[config.mk]
export PLATFORM = sky130hd
export DESIGN_NAME = cu_setup_top
export DESIGN_NICKNAME = d
export VERILOG_FILES = /design/src/design/mem_pkg.sv /design/src/design/setup_pkg.sv /design/src/design/cu_setup_top.sv /design/src/design/response_tracker.sv /design/src/design/read_request_gen.sv /design/src/design/setup_sequencer.sv
export VERILOG_INCLUDE_DIRS = /design/src /design/src/include
export SDC_FILE = /design/constraint.sdc
export NUM_CORES = 1
export LEC_CHECK = 0
export BUFFER_PORTS_ARGS = -buffer_cell sky130_fd_sc_hd__buf_4
export CAP_MARGIN = 20
export CORE_UTILIZATION = 30
export CTS_CLUSTER_DIAMETER = 30
export DETAILED_ROUTE_END_ITERATION = 7
export GPL_TIMING_DRIVEN = 0
export PLACE_DENSITY = 0.41
export SLEW_MARGIN = 10
export SYNTH_ARGS = -nofsm -noshare
export SYNTH_HDL_FRONTEND = slang
export SYNTH_SLANG_ARGS = --single-unit
[constraint.sdc]
create_clock -name ap_clk -period 10.19 [get_ports ap_clk]
set_clock_uncertainty 0.05 [all_clocks]
set_input_delay 1.019 -clock ap_clk [delete_from_list [all_inputs] [get_ports ap_clk]]
set_output_delay 1.019 -clock ap_clk [all_outputs]
set_load 0.02 [all_outputs]
[src/include/cu_setup_config.svh]
// CU setup configuration
`ifndef CU_SETUP_CONFIG_SVH
`define CU_SETUP_CONFIG_SVH

// ----------------------------------------------------------------------
// Widths
// ----------------------------------------------------------------------
`define DESC_W 32
`define SIZE_W 16
`define ADDR_W 32

// Eight bytes per memory word
`define WORD_SHIFT 3

// ----------------------------------------------------------------------
// Descriptor fields
// ----------------------------------------------------------------------
`define FLUSH_EN_BIT 2
`define PROG_LSB 3
`define PROG_MSB 15
`define FLUSH_LSB 16
`define FLUSH_MSB 31

// Request FIFO sizing
`define REQ_FIFO_DEPTH 32
`define REQ_PROG_THRESH 16

`endif
[src/design/mem_pkg.sv]
// Memory request types
package mem_pkg;

    // Command carried with every request
    //   mem_read       array read in the program phase
    //   mem_flush_read read issued while flushing
    typedef enum logic [1:0] {
        mem_read       = 2'd1,
        mem_flush_read = 2'd2
    } mem_cmd_e;

endpackage : mem_pkg

[src/design/setup_pkg.sv]
// Setup sequencer types
package setup_pkg;

    // Sequencer states for the program phase then the flush phase
    typedef enum logic [3:0] {
        setup_reset       = 4'd0,
        setup_idle        = 4'd1,
        setup_prog_start  = 4'd2,
        setup_prog_busy   = 4'd3,
        setup_prog_pause  = 4'd4,
        setup_prog_done   = 4'd5,
        setup_flush_start = 4'd6,
        setup_flush_busy  = 4'd7,
        setup_flush_pause = 4'd8,
        setup_flush_done  = 4'd9
    } setup_state_e;

    // Which read phase is running
    typedef enum logic {
        phase_program = 1'b0,
        phase_flush   = 1'b1
    } phase_e;

endpackage : setup_pkg

[src/design/cu_setup_top.sv]
// Compute unit setup stage
`timescale 1ns/100ps
`include "cu_setup_config.svh"

module cu_setup_top (
    input  logic               ap_clk,
    input  logic               areset_cu_setup,
    input  logic               descriptor_valid,
    input  logic [`DESC_W-1:0] descriptor,
    input  logic               cu_flush,
    input  logic               response_valid,
    input  logic               request_ready,
    output logic               request_valid,
    output mem_pkg::mem_cmd_e  request_cmd,
    output logic [`ADDR_W-1:0] request_addr,
    output logic               done_out
);

    logic               descriptor_valid_q;
    logic [`DESC_W-1:0] descriptor_q;
    logic               cu_flush_q;
    logic               response_valid_q;
    logic               request_ready_q;

    logic               gen_start;
    logic [`SIZE_W-1:0] gen_count;
    setup_pkg::phase_e  gen_phase;
    logic               gen_idle;
    logic               gen_paused;
    logic               track_load;
    logic [`SIZE_W-1:0] track_value;
    logic               track_zero;
    logic               seq_done;
    logic               gen_req_valid;
    mem_pkg::mem_cmd_e  gen_req_cmd;
    logic [`ADDR_W-1:0] gen_req_addr;

    // ----------------------------------------------------------------------
    // Input registers
    // ----------------------------------------------------------------------
    always_ff @(posedge ap_clk) begin
        if (areset_cu_setup) begin
            descriptor_valid_q <= 1'b0;
            cu_flush_q         <= 1'b0;
            response_valid_q   <= 1'b0;
            request_ready_q    <= 1'b0;
        end else begin
            descriptor_valid_q <= descriptor_valid;
            cu_flush_q         <= cu_flush;
            response_valid_q   <= response_valid;
            request_ready_q    <= request_ready;
        end
    end

    always_ff @(posedge ap_clk) begin
        descriptor_q <= descriptor;
    end

    // ----------------------------------------------------------------------
    // Output registers
    // ----------------------------------------------------------------------
    always_ff @(posedge ap_clk) begin
        if (areset_cu_setup) begin
            request_valid <= 1'b0;
            done_out      <= 1'b0;
        end else begin
            request_valid <= gen_req_valid;
            done_out      <= seq_done;
        end
    end

    always_ff @(posedge ap_clk) begin
        request_cmd  <= gen_req_cmd;
        request_addr <= gen_req_addr;
    end

    // Sequencer joins the generator and tracker status
    setup_sequencer u_sequencer (
        .ap_clk           (ap_clk),
        .areset_cu_setup  (areset_cu_setup),
        .descriptor_valid (descriptor_valid_q),
        .descriptor       (descriptor_q),
        .cu_flush         (cu_flush_q),
        .gen_idle         (gen_idle),
        .gen_paused       (gen_paused),
        .track_zero       (track_zero),
        .gen_start        (gen_start),
        .gen_count        (gen_count),
        .gen_phase        (gen_phase),
        .track_load       (track_load),
        .track_value      (track_value),
        .done_out         (seq_done)
    );

    read_request_gen u_request_gen (
        .ap_clk          (ap_clk),
        .areset_cu_setup (areset_cu_setup),
        .gen_start       (gen_start),
        .gen_count       (gen_count),
        .gen_phase       (gen_phase),
        .request_ready   (request_ready_q),
        .gen_idle        (gen_idle),
        .gen_paused      (gen_paused),
        .request_valid   (gen_req_valid),
        .request_cmd     (gen_req_cmd),
        .request_addr    (gen_req_addr)
    );

    response_tracker u_response_tracker (
        .ap_clk          (ap_clk),
        .areset_cu_setup (areset_cu_setup),
        .track_load      (track_load),
        .track_value     (track_value),
        .response_valid  (response_valid_q),
        .track_zero      (track_zero)
    );

endmodule : cu_setup_top

[src/design/response_tracker.sv]
// Outstanding response counter
`timescale 1ns/100ps
`include "cu_setup_config.svh"

module response_tracker (
    input  logic               ap_clk,
    input  logic               areset_cu_setup,
    input  logic               track_load,
    input  logic [`SIZE_W-1:0] track_value,
    input  logic               response_valid,
    output logic               track_zero
);

    localparam int SIZE_W = `SIZE_W;

    logic [SIZE_W-1:0] outstanding;

    // ----------------------------------------------------------------------
    // Down counter
    // ----------------------------------------------------------------------

    // Load wins over a response in the same cycle
    always_ff @(posedge ap_clk) begin
        if (areset_cu_setup) begin
            outstanding <= '0;
        end else if (track_load) begin
            outstanding <= track_value;
        end else if (response_valid && outstanding != '0) begin
            // Stray responses at zero are ignored
            outstanding <= outstanding - SIZE_W'(1);
        end
    end

    assign track_zero = (outstanding == '0);

endmodule : response_tracker

[src/design/read_request_gen.sv]
// Serial read request generator
`timescale 1ns/100ps
`include "cu_setup_config.svh"

module read_request_gen (
    input  logic                ap_clk,
    input  logic                areset_cu_setup,
    input  logic                gen_start,
    input  logic [`SIZE_W-1:0]  gen_count,
    input  setup_pkg::phase_e   gen_phase,
    input  logic                request_ready,
    output logic                gen_idle,
    output logic                gen_paused,
    output logic                request_valid,
    output mem_pkg::mem_cmd_e   request_cmd,
    output logic [`ADDR_W-1:0]  request_addr
);

    localparam int SIZE_W = `SIZE_W;
    localparam int ADDR_W = `ADDR_W;
    localparam int DEPTH  = `REQ_FIFO_DEPTH;
    localparam int THRESH = `REQ_PROG_THRESH;
    localparam int PTR_W  = $clog2(DEPTH);
    localparam int FILL_W = $clog2(DEPTH + 1);

    logic              active;
    logic [SIZE_W-1:0] index;
    logic [SIZE_W-1:0] count_q;
    mem_pkg::mem_cmd_e cmd_q;
    logic              last_index;

    logic [ADDR_W-1:0] addr_mem [DEPTH];
    mem_pkg::mem_cmd_e cmd_mem  [DEPTH];
    logic [PTR_W-1:0]  wr_ptr;
    logic [PTR_W-1:0]  rd_ptr;
    logic [FILL_W-1:0] fill;
    logic              fifo_empty;
    logic              wr_en;
    logic              rd_en;

    // ----------------------------------------------------------------------
    // Index counter
    // ----------------------------------------------------------------------
    assign last_index = (index == count_q - SIZE_W'(1));
    assign wr_en      = active & ~gen_paused;

    always_ff @(posedge ap_clk) begin
        if (areset_cu_setup) begin
            active <= 1'b0;
            index  <= '0;
        end else if (gen_start) begin
            // Empty array leaves the generator idle
            active <= (gen_count != '0);
            index  <= '0;
        end else if (wr_en) begin
            if (last_index) begin
                active <= 1'b0;
            end
            index <= index + SIZE_W'(1);
        end
    end

    // Count and command held for the phase
    always_ff @(posedge ap_clk) begin
        if (gen_start) begin
            count_q <= gen_count;
            if (gen_phase == setup_pkg::phase_flush) begin
                cmd_q <= mem_pkg::mem_flush_read;
            end else begin
                cmd_q <= mem_pkg::mem_read;
            end
        end
    end

    // ----------------------------------------------------------------------
    // Request FIFO
    // ----------------------------------------------------------------------
    always_ff @(posedge ap_clk) begin
        if (wr_en) begin
            addr_mem[wr_ptr] <= ADDR_W'(index) << `WORD_SHIFT;
            cmd_mem[wr_ptr]  <= cmd_q;
        end
    end

    always_ff @(posedge ap_clk) begin
        if (areset_cu_setup) begin
            wr_ptr <= '0;
            rd_ptr <= '0;
            fill   <= '0;
        end else begin
            if (wr_en) begin
                wr_ptr <= wr_ptr + PTR_W'(1);
            end
            if (rd_en) begin
                rd_ptr <= rd_ptr + PTR_W'(1);
            end
            case ({wr_en, rd_en})
                2'b10:   fill <= fill + FILL_W'(1);
                2'b01:   fill <= fill - FILL_W'(1);
                default: fill <= fill;
            endcase
        end
    end

    assign fifo_empty = (fill == '0);

    // Writes stop at the threshold, so the FIFO never fills
    assign gen_paused = (fill >= FILL_W'(THRESH));

    // Pop the head whenever downstream can take it
    assign rd_en         = request_ready & ~fifo_empty;
    assign request_valid = rd_en;
    assign request_addr  = addr_mem[rd_ptr];
    assign request_cmd   = cmd_mem[rd_ptr];

    assign gen_idle = ~active & fifo_empty;

endmodule : read_request_gen

[src/design/setup_sequencer.sv]
// Setup phase sequencer
`timescale 1ns/100ps
`include "cu_setup_config.svh"

module setup_sequencer (
    input  logic                      ap_clk,
    input  logic                      areset_cu_setup,
    input  logic                      descriptor_valid,
    input  logic [`DESC_W-1:0]        descriptor,
    input  logic                      cu_flush,
    input  logic                      gen_idle,
    input  logic                      gen_paused,
    input  logic                      track_zero,
    output logic                      gen_start,
    output logic [`SIZE_W-1:0]        gen_count,
    output setup_pkg::phase_e         gen_phase,
    output logic                      track_load,
    output logic [`SIZE_W-1:0]        track_value,
    output logic                      done_out
);

    localparam int SIZE_W = `SIZE_W;

    logic [`DESC_W-1:0]      desc_q;
    logic                    flush_q;
    logic                    flush_en;
    logic [SIZE_W-1:0]       prog_size;
    logic [SIZE_W-1:0]       flush_size;
    logic                    phase_end;
    setup_pkg::phase_e       phase_q;
    setup_pkg::setup_state_e state;
    setup_pkg::setup_state_e next_state;

    // ----------------------------------------------------------------------
    // Descriptor and flush input registers
    // ----------------------------------------------------------------------
    always_ff @(posedge ap_clk) begin
        if (state == setup_pkg::setup_idle && descriptor_valid) begin
            desc_q <= descriptor;
        end
    end

    always_ff @(posedge ap_clk) begin
        if (areset_cu_setup) begin
            flush_q <= 1'b0;
        end else begin
            flush_q <= cu_flush;
        end
    end

    // Field decode
    assign flush_en   = desc_q[`FLUSH_EN_BIT];
    assign prog_size  = SIZE_W'(desc_q[`PROG_MSB:`PROG_LSB]);
    assign flush_size = SIZE_W'(desc_q[`FLUSH_MSB:`FLUSH_LSB]);

    // All requests gone and all responses back
    assign phase_end = gen_idle & track_zero;

    // ----------------------------------------------------------------------
    // Phase state machine
    // ----------------------------------------------------------------------
    always_ff @(posedge ap_clk) begin
        if (areset_cu_setup) begin
            state <= setup_pkg::setup_reset;
        end else begin
            state <= next_state;
        end
    end

    always_comb begin
        next_state = state;
        case (state)
            setup_pkg::setup_reset: begin
                next_state = setup_pkg::setup_idle;
            end
            setup_pkg::setup_idle: begin
                if (descriptor_valid) begin
                    next_state = setup_pkg::setup_prog_start;
                end
            end
            setup_pkg::setup_prog_start: begin
                next_state = setup_pkg::setup_prog_busy;
            end
            setup_pkg::setup_prog_busy: begin
                if (phase_end) begin
                    next_state = setup_pkg::setup_prog_done;
                end else if (gen_paused) begin
                    next_state = setup_pkg::setup_prog_pause;
                end
            end
            setup_pkg::setup_prog_pause: begin
                if (phase_end) begin
                    next_state = setup_pkg::setup_prog_done;
                end else if (!gen_paused) begin
                    next_state = setup_pkg::setup_prog_busy;
                end
            end
            setup_pkg::setup_prog_done: begin
                // Skip the flush phase entirely when it is not enabled
                if (!flush_en) begin
                    next_state = setup_pkg::setup_flush_done;
                end else if (flush_q) begin
                    next_state = setup_pkg::setup_flush_start;
                end
            end
            setup_pkg::setup_flush_start: begin
                next_state = setup_pkg::setup_flush_busy;
            end
            setup_pkg::setup_flush_busy: begin
                if (phase_end) begin
                    next_state = setup_pkg::setup_flush_done;
                end else if (gen_paused) begin
                    next_state = setup_pkg::setup_flush_pause;
                end
            end
            setup_pkg::setup_flush_pause: begin
                if (phase_end) begin
                    next_state = setup_pkg::setup_flush_done;
                end else if (!gen_paused) begin
                    next_state = setup_pkg::setup_flush_busy;
                end
            end
            setup_pkg::setup_flush_done: begin
                next_state = setup_pkg::setup_flush_done;
            end
            default: begin
                next_state = setup_pkg::setup_reset;
            end
        endcase
    end

    // Phase flag held for the whole phase
    always_ff @(posedge ap_clk) begin
        if (areset_cu_setup) begin
            phase_q <= setup_pkg::phase_program;
        end else if (next_state == setup_pkg::setup_flush_start) begin
            phase_q <= setup_pkg::phase_flush;
        end else if (next_state == setup_pkg::setup_prog_start) begin
            phase_q <= setup_pkg::phase_program;
        end
    end

    // ----------------------------------------------------------------------
    // Worker controls
    // ----------------------------------------------------------------------
    assign gen_start = (state == setup_pkg::setup_prog_start) ||
                       (state == setup_pkg::setup_flush_start);
    assign track_load = gen_start;

    assign gen_phase   = phase_q;
    assign gen_count   = (phase_q == setup_pkg::phase_flush) ? flush_size : prog_size;
    assign track_value = gen_count;

    assign done_out = (state == setup_pkg::setup_flush_done);

endmodule : setup_sequencer

==> flow_metrics.py, run 1 <==
metrics = {
    "cells_and_area": {
        "layout-drive-gt1-share_pct": 34.1,
        "antenna_cells": 0,
        "nets": 1762,
        "final_cell_mix": "624 x edfxtp_1, 180 x mux4_2, 169 x clkbuf_16, 97 x dfxtp_1",
        "area_growth_pct": 29.0,
        "regArea_um2": 20900,
        "fillers": 8622,
        "multi_input_area_um2": 7160,
        "final_common_cell": "edfxtp_1",
    },
    "worst_setup_path": {
        "r2r_setup_slack_ps": 6840,
        "reg2reg_depth": 12,
        "cp.arrival_ps": 3910,
        "worst_setup_path_end_kind": "register",
        "critPathMaxFanout": 6,
        "criticalPathCategory": "register to register",
        "start_kind": "register",
        "r2r-end": "u_request_gen.fill[5]",
        "regToRegStartpoint": "u_request_gen.fill[0]",
        "cp.required_ps": 10750,
    },
    "detailed_routing": {
        "dr.pass1.iters": 5,
        "vias_per_cell": 4.63,
        "antenna_left": 0,
        "drtIter0Drc": 865,
        "wl_per_cell_um": 23.3,
        "vias": 14335,
        "routed_wl_um": 72100,
        "drt_drc_violations_left": 0,
    },
    "clock_network": {
        "htreeDepth": 4,
        "cts_tree": "built",
        "path_clk_slew_ps": 50,
        "root_buffer": "clkbuf_16",
        "postCtsHoldBufs": 0,
        "clock_sinks": 733,
        "clockBufferDepth": 3,
        "numCtsBuffers": 166,
        "clock_latency_ps": 730,
        "cts_setup_buffers": 0,
        "cts_resized": 0,
    },
    "sta": {
        "maxSlewHeadroom_pct": 34.1,
        "setup_violations": 0,
        "rsz0062_at_grt": "false",
        "worst_pin_slew_ps": 988,
        "finalSetupTns_ps": 0,
        "fin_crit_ps": 3350,
        "finalMaxSlewViolations": 0,
        "hold_violations": 0,
        "fin_crit_sh_pct": 32.9,
        "max_freq_ghz": 0.298,
    },
    "die": {
        "coreArea_um2": 93300,
        "rows": 112,
        "num_io_pins": 74,
        "die_area_um2": 95500,
        "die_y_um": 309,
        "fp.dieW_um": 309,
        "initial_core_util_pct": 30.3,
    },
    "worst_hold_path": {
        "holdPathEnd": "descriptor_q[17]",
        "worst_hold_path_type": "input pin to register",
        "min_path_cells": 1,
        "hp-start": "descriptor[17]",
    },
    "synth": {
        "synth_warnings": 0,
        "ys_async_sr_fraction_pct": 0,
        "synthFlopType": "edfxtp_1",
        "synth-seq-cells": 733,
        "ys_seq_area_share_pct": 74.0,
        "synth_edf_count": 624,
        "yosysUniqueCellTypes": 56,
        "synthCells": 1454,
        "syn-cell-area_um2": 28300,
        "avgSynthCellArea_um2": 19.4,
    },
    "grt": {
        "antenna_found_initial": 1,
        "grt_pass1_wl_um": 104000,
        "grt_max_degree": 40,
        "grt_pass1_vias": 15417,
        "grt-ovfl-total": 0,
        "grt_util_all_layers_pct": 15.4,
    },
    "pwr": {
        "static-leakage-power_nw": 11.5,
        "totalPowerFinal_mw": 8.89,
        "powerDensity_nw_per_um2": 244,
        "irDropWorstVdd_mv": 0.163,
    },
    "placed_design": {
        "gp_congestion": 0.756,
        "hpwl_um": 44900,
        "io_buffers": 55,
    },
    "status": {
        "status": "finished clean",
    },
    "job": {
        "drv_cap": 0,
    },
}
-- where the power goes --
part | internal (mW) | leakage, nW | total (mW) | switching, mW
combinational | 0.133 | 2.53 | 0.306 | 0.173
clock | 3.60 | 2.71 | 5.27 | 1.67
sequential | 3.27 | 6.22 | 3.31 | 0.0365
total | 7.01 | 11.5 | 8.89 | 1.88
-- metrics by stage --
| step | setup slack, ps | instance area [um2] | instances | util, % | hold slack [ps] |
|---|---|---|---|---|---|
| 2_1_floorplan | 6870 | 28300 | 1469 | - | 336 |
| 3_3_place_gp | 5670 | 30300 | 2778 | 32.5 | 341 |
| 3_5_place_dp | 6620 | 30800 | 2792 | 33.0 | 339 |
| 4_1_cts | 6610 | 36400 | 3094 | 39.0 | 280 |
| 5_1_grt | 6520 | 36500 | 3097 | 39.1 | 295 |
| 6_report | 6840 | 36500 | 3097 | 39.1 | 343 |
-- state kept, by name, indices dropped and copies added, names as in the netlist, 6 cells and up --
signal and flops:
u_response_tracker.outstanding 16, u_sequencer.desc_q 30, u_request_gen.count_q 16, u_request_gen.fill 6
u_request_gen.addr_mem 512, u_request_gen.cmd_mem 64, u_request_gen.index 16, descriptor_q 30
request_addr 16
-- worst max-delay path, stage by stage (launching register included) --
cell and delay (ps):
dfxtp_1 340, nor4_1 360, nand2_1 150, and2_1 200, clkbuf_1 220, ha_1 360, ha_1 310, a21o_1 180
a21oi_1 210, o21bai_1 90, a21oi_1 190, mux2i_1 240, mux2_2 340
-- synth_stat cells, types with 11 or more instances --
library cell	n	area share (%)
mux2_2	31	1.2
o21ai_0	23	0.41
buf_2	15	0.27
xor2_1	27	0.84
a21oi_1	31	0.55
nor3_1	16	0.28
clkbuf_1	47	0.62
mux4_2	180	14
nand2_1	41	0.54
inv_1	20	0.27
dfxtp_1	109	7.7
nand4_1	14	0.31
xnor2_1	31	0.96
nor4_1	11	0.24
ha_1	14	0.62
buf_4	17	0.45
nor2_1	97	1.3
edfxtp_1	624	66
-- kinds of logic (layout without fill, tap and decap cells) --
group	Yosys count	in the layout	share of synthesized area [%]
DFF	733	733	74.0
and+or+nand+nor	242	242	4.21
muxes	217	217	15.8
buffers and inverters	105	479	1.71
AOI/OAI and AO/OA	83	83	1.76
xor gates and xnor gates	58	58	1.80
adders and majority gates	15	15	0.690
other	1	16	0.0133
-- area by class of cell --
| cell class | instances | area share (%) |
|---|---|---|
| Buffer | 84 | 1.11 |
| Clock buffer | 199 | 12.0 |
| Multi-Input combinational cell | 631 | 19.6 |
| Inverter | 21 | 0.216 |
| Timing Repair Buffer | 72 | 1.90 |
| Sequential cell | 733 | 57.4 |
| Tap cell | 1254 | 4.30 |
| Clock inverter | 103 | 3.48 |
-- routing by layer --
layer | part of all wire (%) | wire length, um | track usage (%)
met2 | 49 | 35100 | 25.3
met5 | 0 | 0 | 0
met3 | 4.9 | 3540 | 3.84
met4 | 2.2 | 1610 | 5.61
met1 | 44 | 31900 | 19.8
-- how the worst max path moves through the flow --
stage,cells after the start,endpoint,startpoint,slack [ps]
6_report,12,u_request_gen.fill[5],u_request_gen.fill[0],6840
3_3_place_gp,3,u_sequencer.desc_q[12],u_sequencer.state[0],5670
2_1_floorplan,3,u_sequencer.desc_q[10],u_sequencer.state[0],6870
3_5_place_dp,5,request_addr[9],u_request_gen.rd_ptr[0],6620
5_1_grt,12,u_request_gen.fill[5],u_request_gen.fill[0],6520
4_1_cts,5,request_addr[9],u_request_gen.rd_ptr[0],6610
(Power assumes the default switching activity.)
==> run 2, diff against run 1 <==
clock period = 3.2 ns   (was 10.19 ns; I/O delays follow)
==> flow_metrics.py, run 2 (synthesized netlist as in run 1, its figures left out) <==
metrics = {
    "status": {
        "status": "finished clean",
    },
    "die": {
        "coreArea_um2": 93300,
        "rows": 112,
        "num_io_pins": 74,
        "fp.dieW_um": 309,
        "initial_core_util_pct": 30.3,
        "die_area_um2": 95500,
        "die_y_um": 309,
    },
    "detailed_routing": {
        "drtIter0Drc": 870,
        "wl_per_cell_um": 23.0,
        "drt_drc_violations_left": 0,
        "vias_per_cell": 4.62,
        "antenna_left": 0,
        "vias": 14527,
        "routed_wl_um": 72300,
        "dr.pass1.iters": 4,
    },
    "placed_design": {
        "numPlacedInstances": 2790,
        "io_buffers": 55,
        "gp_congestion": 0.742,
        "hpwl_um": 45000,
    },
    "worst_setup_path": {
        "start_kind": "register",
        "criticalPathCategory": "register to register",
        "regToRegStartpoint": "u_request_gen.rd_ptr[1]",
        "reg2reg_depth": 5,
        "worst_setup_path_end_kind": "register",
        "cp.arrival_ps": 3640,
        "cp.required_ps": 3740,
        "r2r-end": "request_addr[10]",
        "r2r_setup_slack_ps": 110,
        "cp-endpoint": "request_addr[10]",
        "critPathMaxFanout": 10,
        "startpoint": "u_request_gen.rd_ptr[1]",
    },
    "grt": {
        "grt_util_all_layers_pct": 15.6,
        "grt-ovfl-total": 0,
        "grt_pass1_wl_um": 105000,
        "grt_pass1_vias": 15611,
        "antenna_found_initial": 3,
        "grt_max_degree": 40,
    },
    "clock_network": {
        "clock_latency_ps": 730,
        "path_clk_slew_ps": 40,
        "clockBufferDepth": 3,
        "numCtsBuffers": 173,
        "htreeDepth": 4,
        "root_buffer": "clkbuf_16",
        "cts_tree": "built",
        "cts_setup_buffers": 0,
        "clock_sinks": 733,
    },
    "pwr": {
        "static-leakage-power_nw": 11.9,
        "totalPowerFinal_mw": 28.9,
        "irDropWorstVdd_mv": 0.700,
        "powerDensity_nw_per_um2": 778,
    },
    "worst_hold_path": {
        "worst_hold_path_type": "input pin to register",
    },
    "cells_and_area": {
        "top_regs": "u_request_gen.addr_mem (512), u_request_gen.cmd_mem (64)",
        "regMostFlops": "u_request_gen.addr_mem",
        "nets": 1799,
        "area_growth_pct": 31.4,
        "fin_cells": 3145,
        "antenna_cells": 0,
        "final_util_pct": 39.8,
        "layout-drive-gt1-share_pct": 34.3,
        "final_common_cell": "edfxtp_1",
        "final_cell_mix": "624 x edfxtp_1, 180 x mux4_2, 176 x clkbuf_16, 96 x dfxtp_1, 72 x buf_4",
        "largest_reg_flops": 512,
    },
    "sta": {
        "fin_crit_sh_pct": 96.6,
        "fin_crit_ps": 3090,
        "finalSetupTns_ps": 0,
        "finalMaxSlewViolations": 0,
        "worst_pin_slew_ps": 1090,
        "max_freq_ghz": 0.323,
        "hold_violations": 0,
        "rsz0062_at_grt": "true",
        "maxSlewHeadroom_pct": 27.5,
        "setup_violations": 0,
    },
    "job": {
        "drv_cap": 0,
    },
}
## run 2: metrics by stage
step           hold WS (ps)  worst slack [ps]  area [um2]
2_1_floorplan           298               359       28300
3_3_place_gp            340              -498       30300
3_5_place_dp            341              -250       30800
4_1_cts                 119              6.58       37100
5_1_grt                 140             -7.46       37100
6_report                180               107       37100
## run 2: worst min-delay path by stage
stage | from | to | slack [ps] | cells past startpoint
finish | descriptor[27] | descriptor_q[27] | 180 | 2
global route | descriptor[6] | descriptor_q[6] | 140 | 2
CTS | descriptor[29] | descriptor_q[29] | 120 | 2
detailed placement | descriptor_q[29] | u_sequencer.desc_q[29] | 340 | 0
global placement | descriptor_q[2] | u_sequencer.desc_q[2] | 340 | 0
floorplan | descriptor[10] | descriptor_q[10] | 300 | 0
## run 2: per-layer routing
| metal | global-route usage [%] | up-vias | share of wire, % |
|---|---|---|---|
| met5 | 0 | - | 0 |
| met4 | 5.49 | 0 | 2.3 |
| met3 | 4.10 | 120 | 4.8 |
| met2 | 24.7 | 366 | 47 |
| met1 | 20.6 | 7556 | 46 |
| li1 | - | 6485 | - |
## run 2: report_power, final
part	total [mW]	switching [mW]	internal (mW)
clock network	17.4	5.52	11.9
logic	0.986	0.544	0.442
registers	10.5	0.116	10.4
## run 2: repair_timing
action | CTS | global route
hold buffers | 35 | 0
gates resized for setup | 9 | 10
endpoints found under the setup margin | 19 | 9
hold endpoints to repair | 38 | 0
## run 2: worst max-delay path, cell delays in order, from the launching register on
cell and delay, ps:
dfxtp_1 340, clkbuf_1 570, clkbuf_1 690, mux4_2 410, mux4_2 530, mux2_2 360
## run 2: layout make-up
class | instances | area (um2)
fillers | 8532 | 56200
flip-flops and latches | 733 | 20900
multi-input cells | 631 | 7200
clock buffers | 211 | 4540
well taps | 1254 | 1570
clock inverters | 109 | 1340
repair buffers | 103 | 1060
plain buffers | 83 | 418
inverters | 21 | 78.8
==> run 3, diff against run 2 <==
CTS_CLUSTER_SIZE = 12   (was default)
GPL_ROUTABILITY_DRIVEN = 0   (was default)
RECOVER_POWER = 25   (was default)
==> flow_metrics.py, run 3 (synthesized netlist as in run 1, its figures left out) <==
metrics = {
    "cells_and_area": {
        "final_common_cell": "edfxtp_1",
        "final_cell_mix": "624 x edfxtp_1, 180 x mux4_2, 175 x clkbuf_16, 104 x dfxtp_1, 74 x clkbuf_1",
        "regMostFlops": "u_request_gen.addr_mem",
        "top_regs": "u_request_gen.addr_mem (512), u_request_gen.cmd_mem (64)",
        "largest_reg_flops": 512,
        "final_util_pct": 39.7,
        "fillers": 8542,
        "area_growth_pct": 31.2,
        "fin_cells": 3146,
        "layout-drive-gt1-share_pct": 33.7,
        "nets": 1799,
    },
    "grt": {
        "grt_pass1_vias": 15608,
        "top_usage_layer": "met2",
        "grt-ovfl-total": 0,
        "use_met2_pct": 24.7,
        "met3_usage_pct": 4.10,
        "grt_max_degree": 40,
        "antenna_found_initial": 4,
        "grt_pass1_wl_um": 105000,
        "met1_usage_pct": 20.6,
        "grt_util_all_layers_pct": 15.6,
    },
    "placed_design": {
        "io_buffers": 55,
        "numPlacedInstances": 2790,
        "hpwl_um": 45000,
    },
    "detailed_routing": {
        "vias_per_cell": 4.61,
        "routed_wl_um": 72200,
        "vias": 14496,
        "drt_drc_violations_left": 0,
        "dr.pass1.iters": 5,
        "drtIter0Drc": 919,
        "antenna_left": 0,
        "wl_per_cell_um": 22.9,
    },
    "sta": {
        "hold_violations": 0,
        "worst_pin_slew_ps": 1310,
        "max_freq_ghz": 0.322,
        "fin_crit_ps": 3100,
        "finalMaxSlewViolations": 0,
        "maxSlewHeadroom_pct": 12.4,
        "fin_hold_ws_ps": 195,
        "fin_crit_sh_pct": 97.0,
        "finalSetupTns_ps": 0,
        "setup_violations": 0,
        "rsz0062_at_grt": "true",
    },
    "worst_setup_path": {
        "critPathMaxFanout": 10,
        "cp.arrival_ps": 3660,
        "worst_setup_path_end_kind": "register",
        "cp.required_ps": 3750,
        "criticalPathCategory": "register to register",
        "start_kind": "register",
    },
    "clock_network": {
        "root_buffer": "clkbuf_16",
        "path_clk_slew_ps": 40,
        "htreeDepth": 4,
        "numCtsBuffers": 173,
        "cts_tree": "built",
        "clockBufferDepth": 3,
        "clock_latency_ps": 730,
        "clock_sinks": 733,
    },
    "worst_hold_path": {
        "worst_hold_path_type": "input pin to register",
    },
    "die": {
        "die_y_um": 309,
        "fp.dieW_um": 309,
        "coreArea_um2": 93300,
        "die_area_um2": 95500,
        "initial_core_util_pct": 30.3,
        "rows": 112,
        "num_io_pins": 74,
    },
    "status": {
        "status": "finished clean",
    },
    "pwr": {
        "irDropWorstVdd_mv": 0.700,
        "totalPowerFinal_mw": 28.9,
        "static-leakage-power_nw": 11.9,
        "powerDensity_nw_per_um2": 779,
    },
    "job": {
        "drv_cap": 0,
    },
}
[run 3: what timing repair did]
| action | in CTS | in global routing |
|---|---|---|
| resized for setup | 9 | 10 |
| setup endpoints to repair | 19 | 9 |
| buffers inserted | 0 | 0 |
| hold endpoints to repair | 38 | 0 |
| hold buffers | 35 | 0 |
[run 3: area by class of cell]
type	instances	area (um2)	area share, %
clock inverters	109	1340	3.61
plain buffers	83	410	1.11
repair buffers	103	1010	2.72
well taps	1254	1570	4.23
multi-input cells	631	7200	19.4
inverters	21	78.8	0.213
flip-flops and latches	733	20900	56.4
clock buffers	211	4540	12.3
diodes	1	2.50	0.00675
[run 3: stage by stage]
step | worst slack, ps | area [um2]
floorplan | 359 | 28300
global placement | -498 | 30300
detailed placement | -250 | 30800
CTS | 6.58 | 37100
global route | -7.46 | 37100
finish | 95.8 | 37100
[run 3: critical path, cell delays in order (launching register included)]
cell,delay (ps)
dfxtp_1,340
clkbuf_1,590
buf_1,680
mux4_2,430
mux4_2,530
mux2_2,360
[run 3: path summary, 6_finish.rpt]
path                                 from                     end  slack (ps)  cells after the start
setup / recovery  u_request_gen.rd_ptr[1]        request_addr[15]         100                      5
hold / removal             descriptor[27]        descriptor_q[27]         200                      2
setup reg to reg  u_request_gen.rd_ptr[1]        request_addr[15]         100                      5
hold reg to reg          descriptor_q[29]  u_sequencer.desc_q[29]         350                      0
[run 3: where the power goes]
group	total (mW)	leakage [nW]	internal (mW)	switching, mW
logic	0.980	2.62	0.438	0.542
registers	10.5	6.43	10.4	0.117
clock network	17.4	2.83	11.9	5.51
[run 3: metal layers]
metal,part of all wire (%),up-vias,wire length (um)
li1,-,6490,-
met1,45,7508,32800
met2,47,377,34200
met3,5.0,121,3580
met4,2.3,0,1650
met5,0,-,0
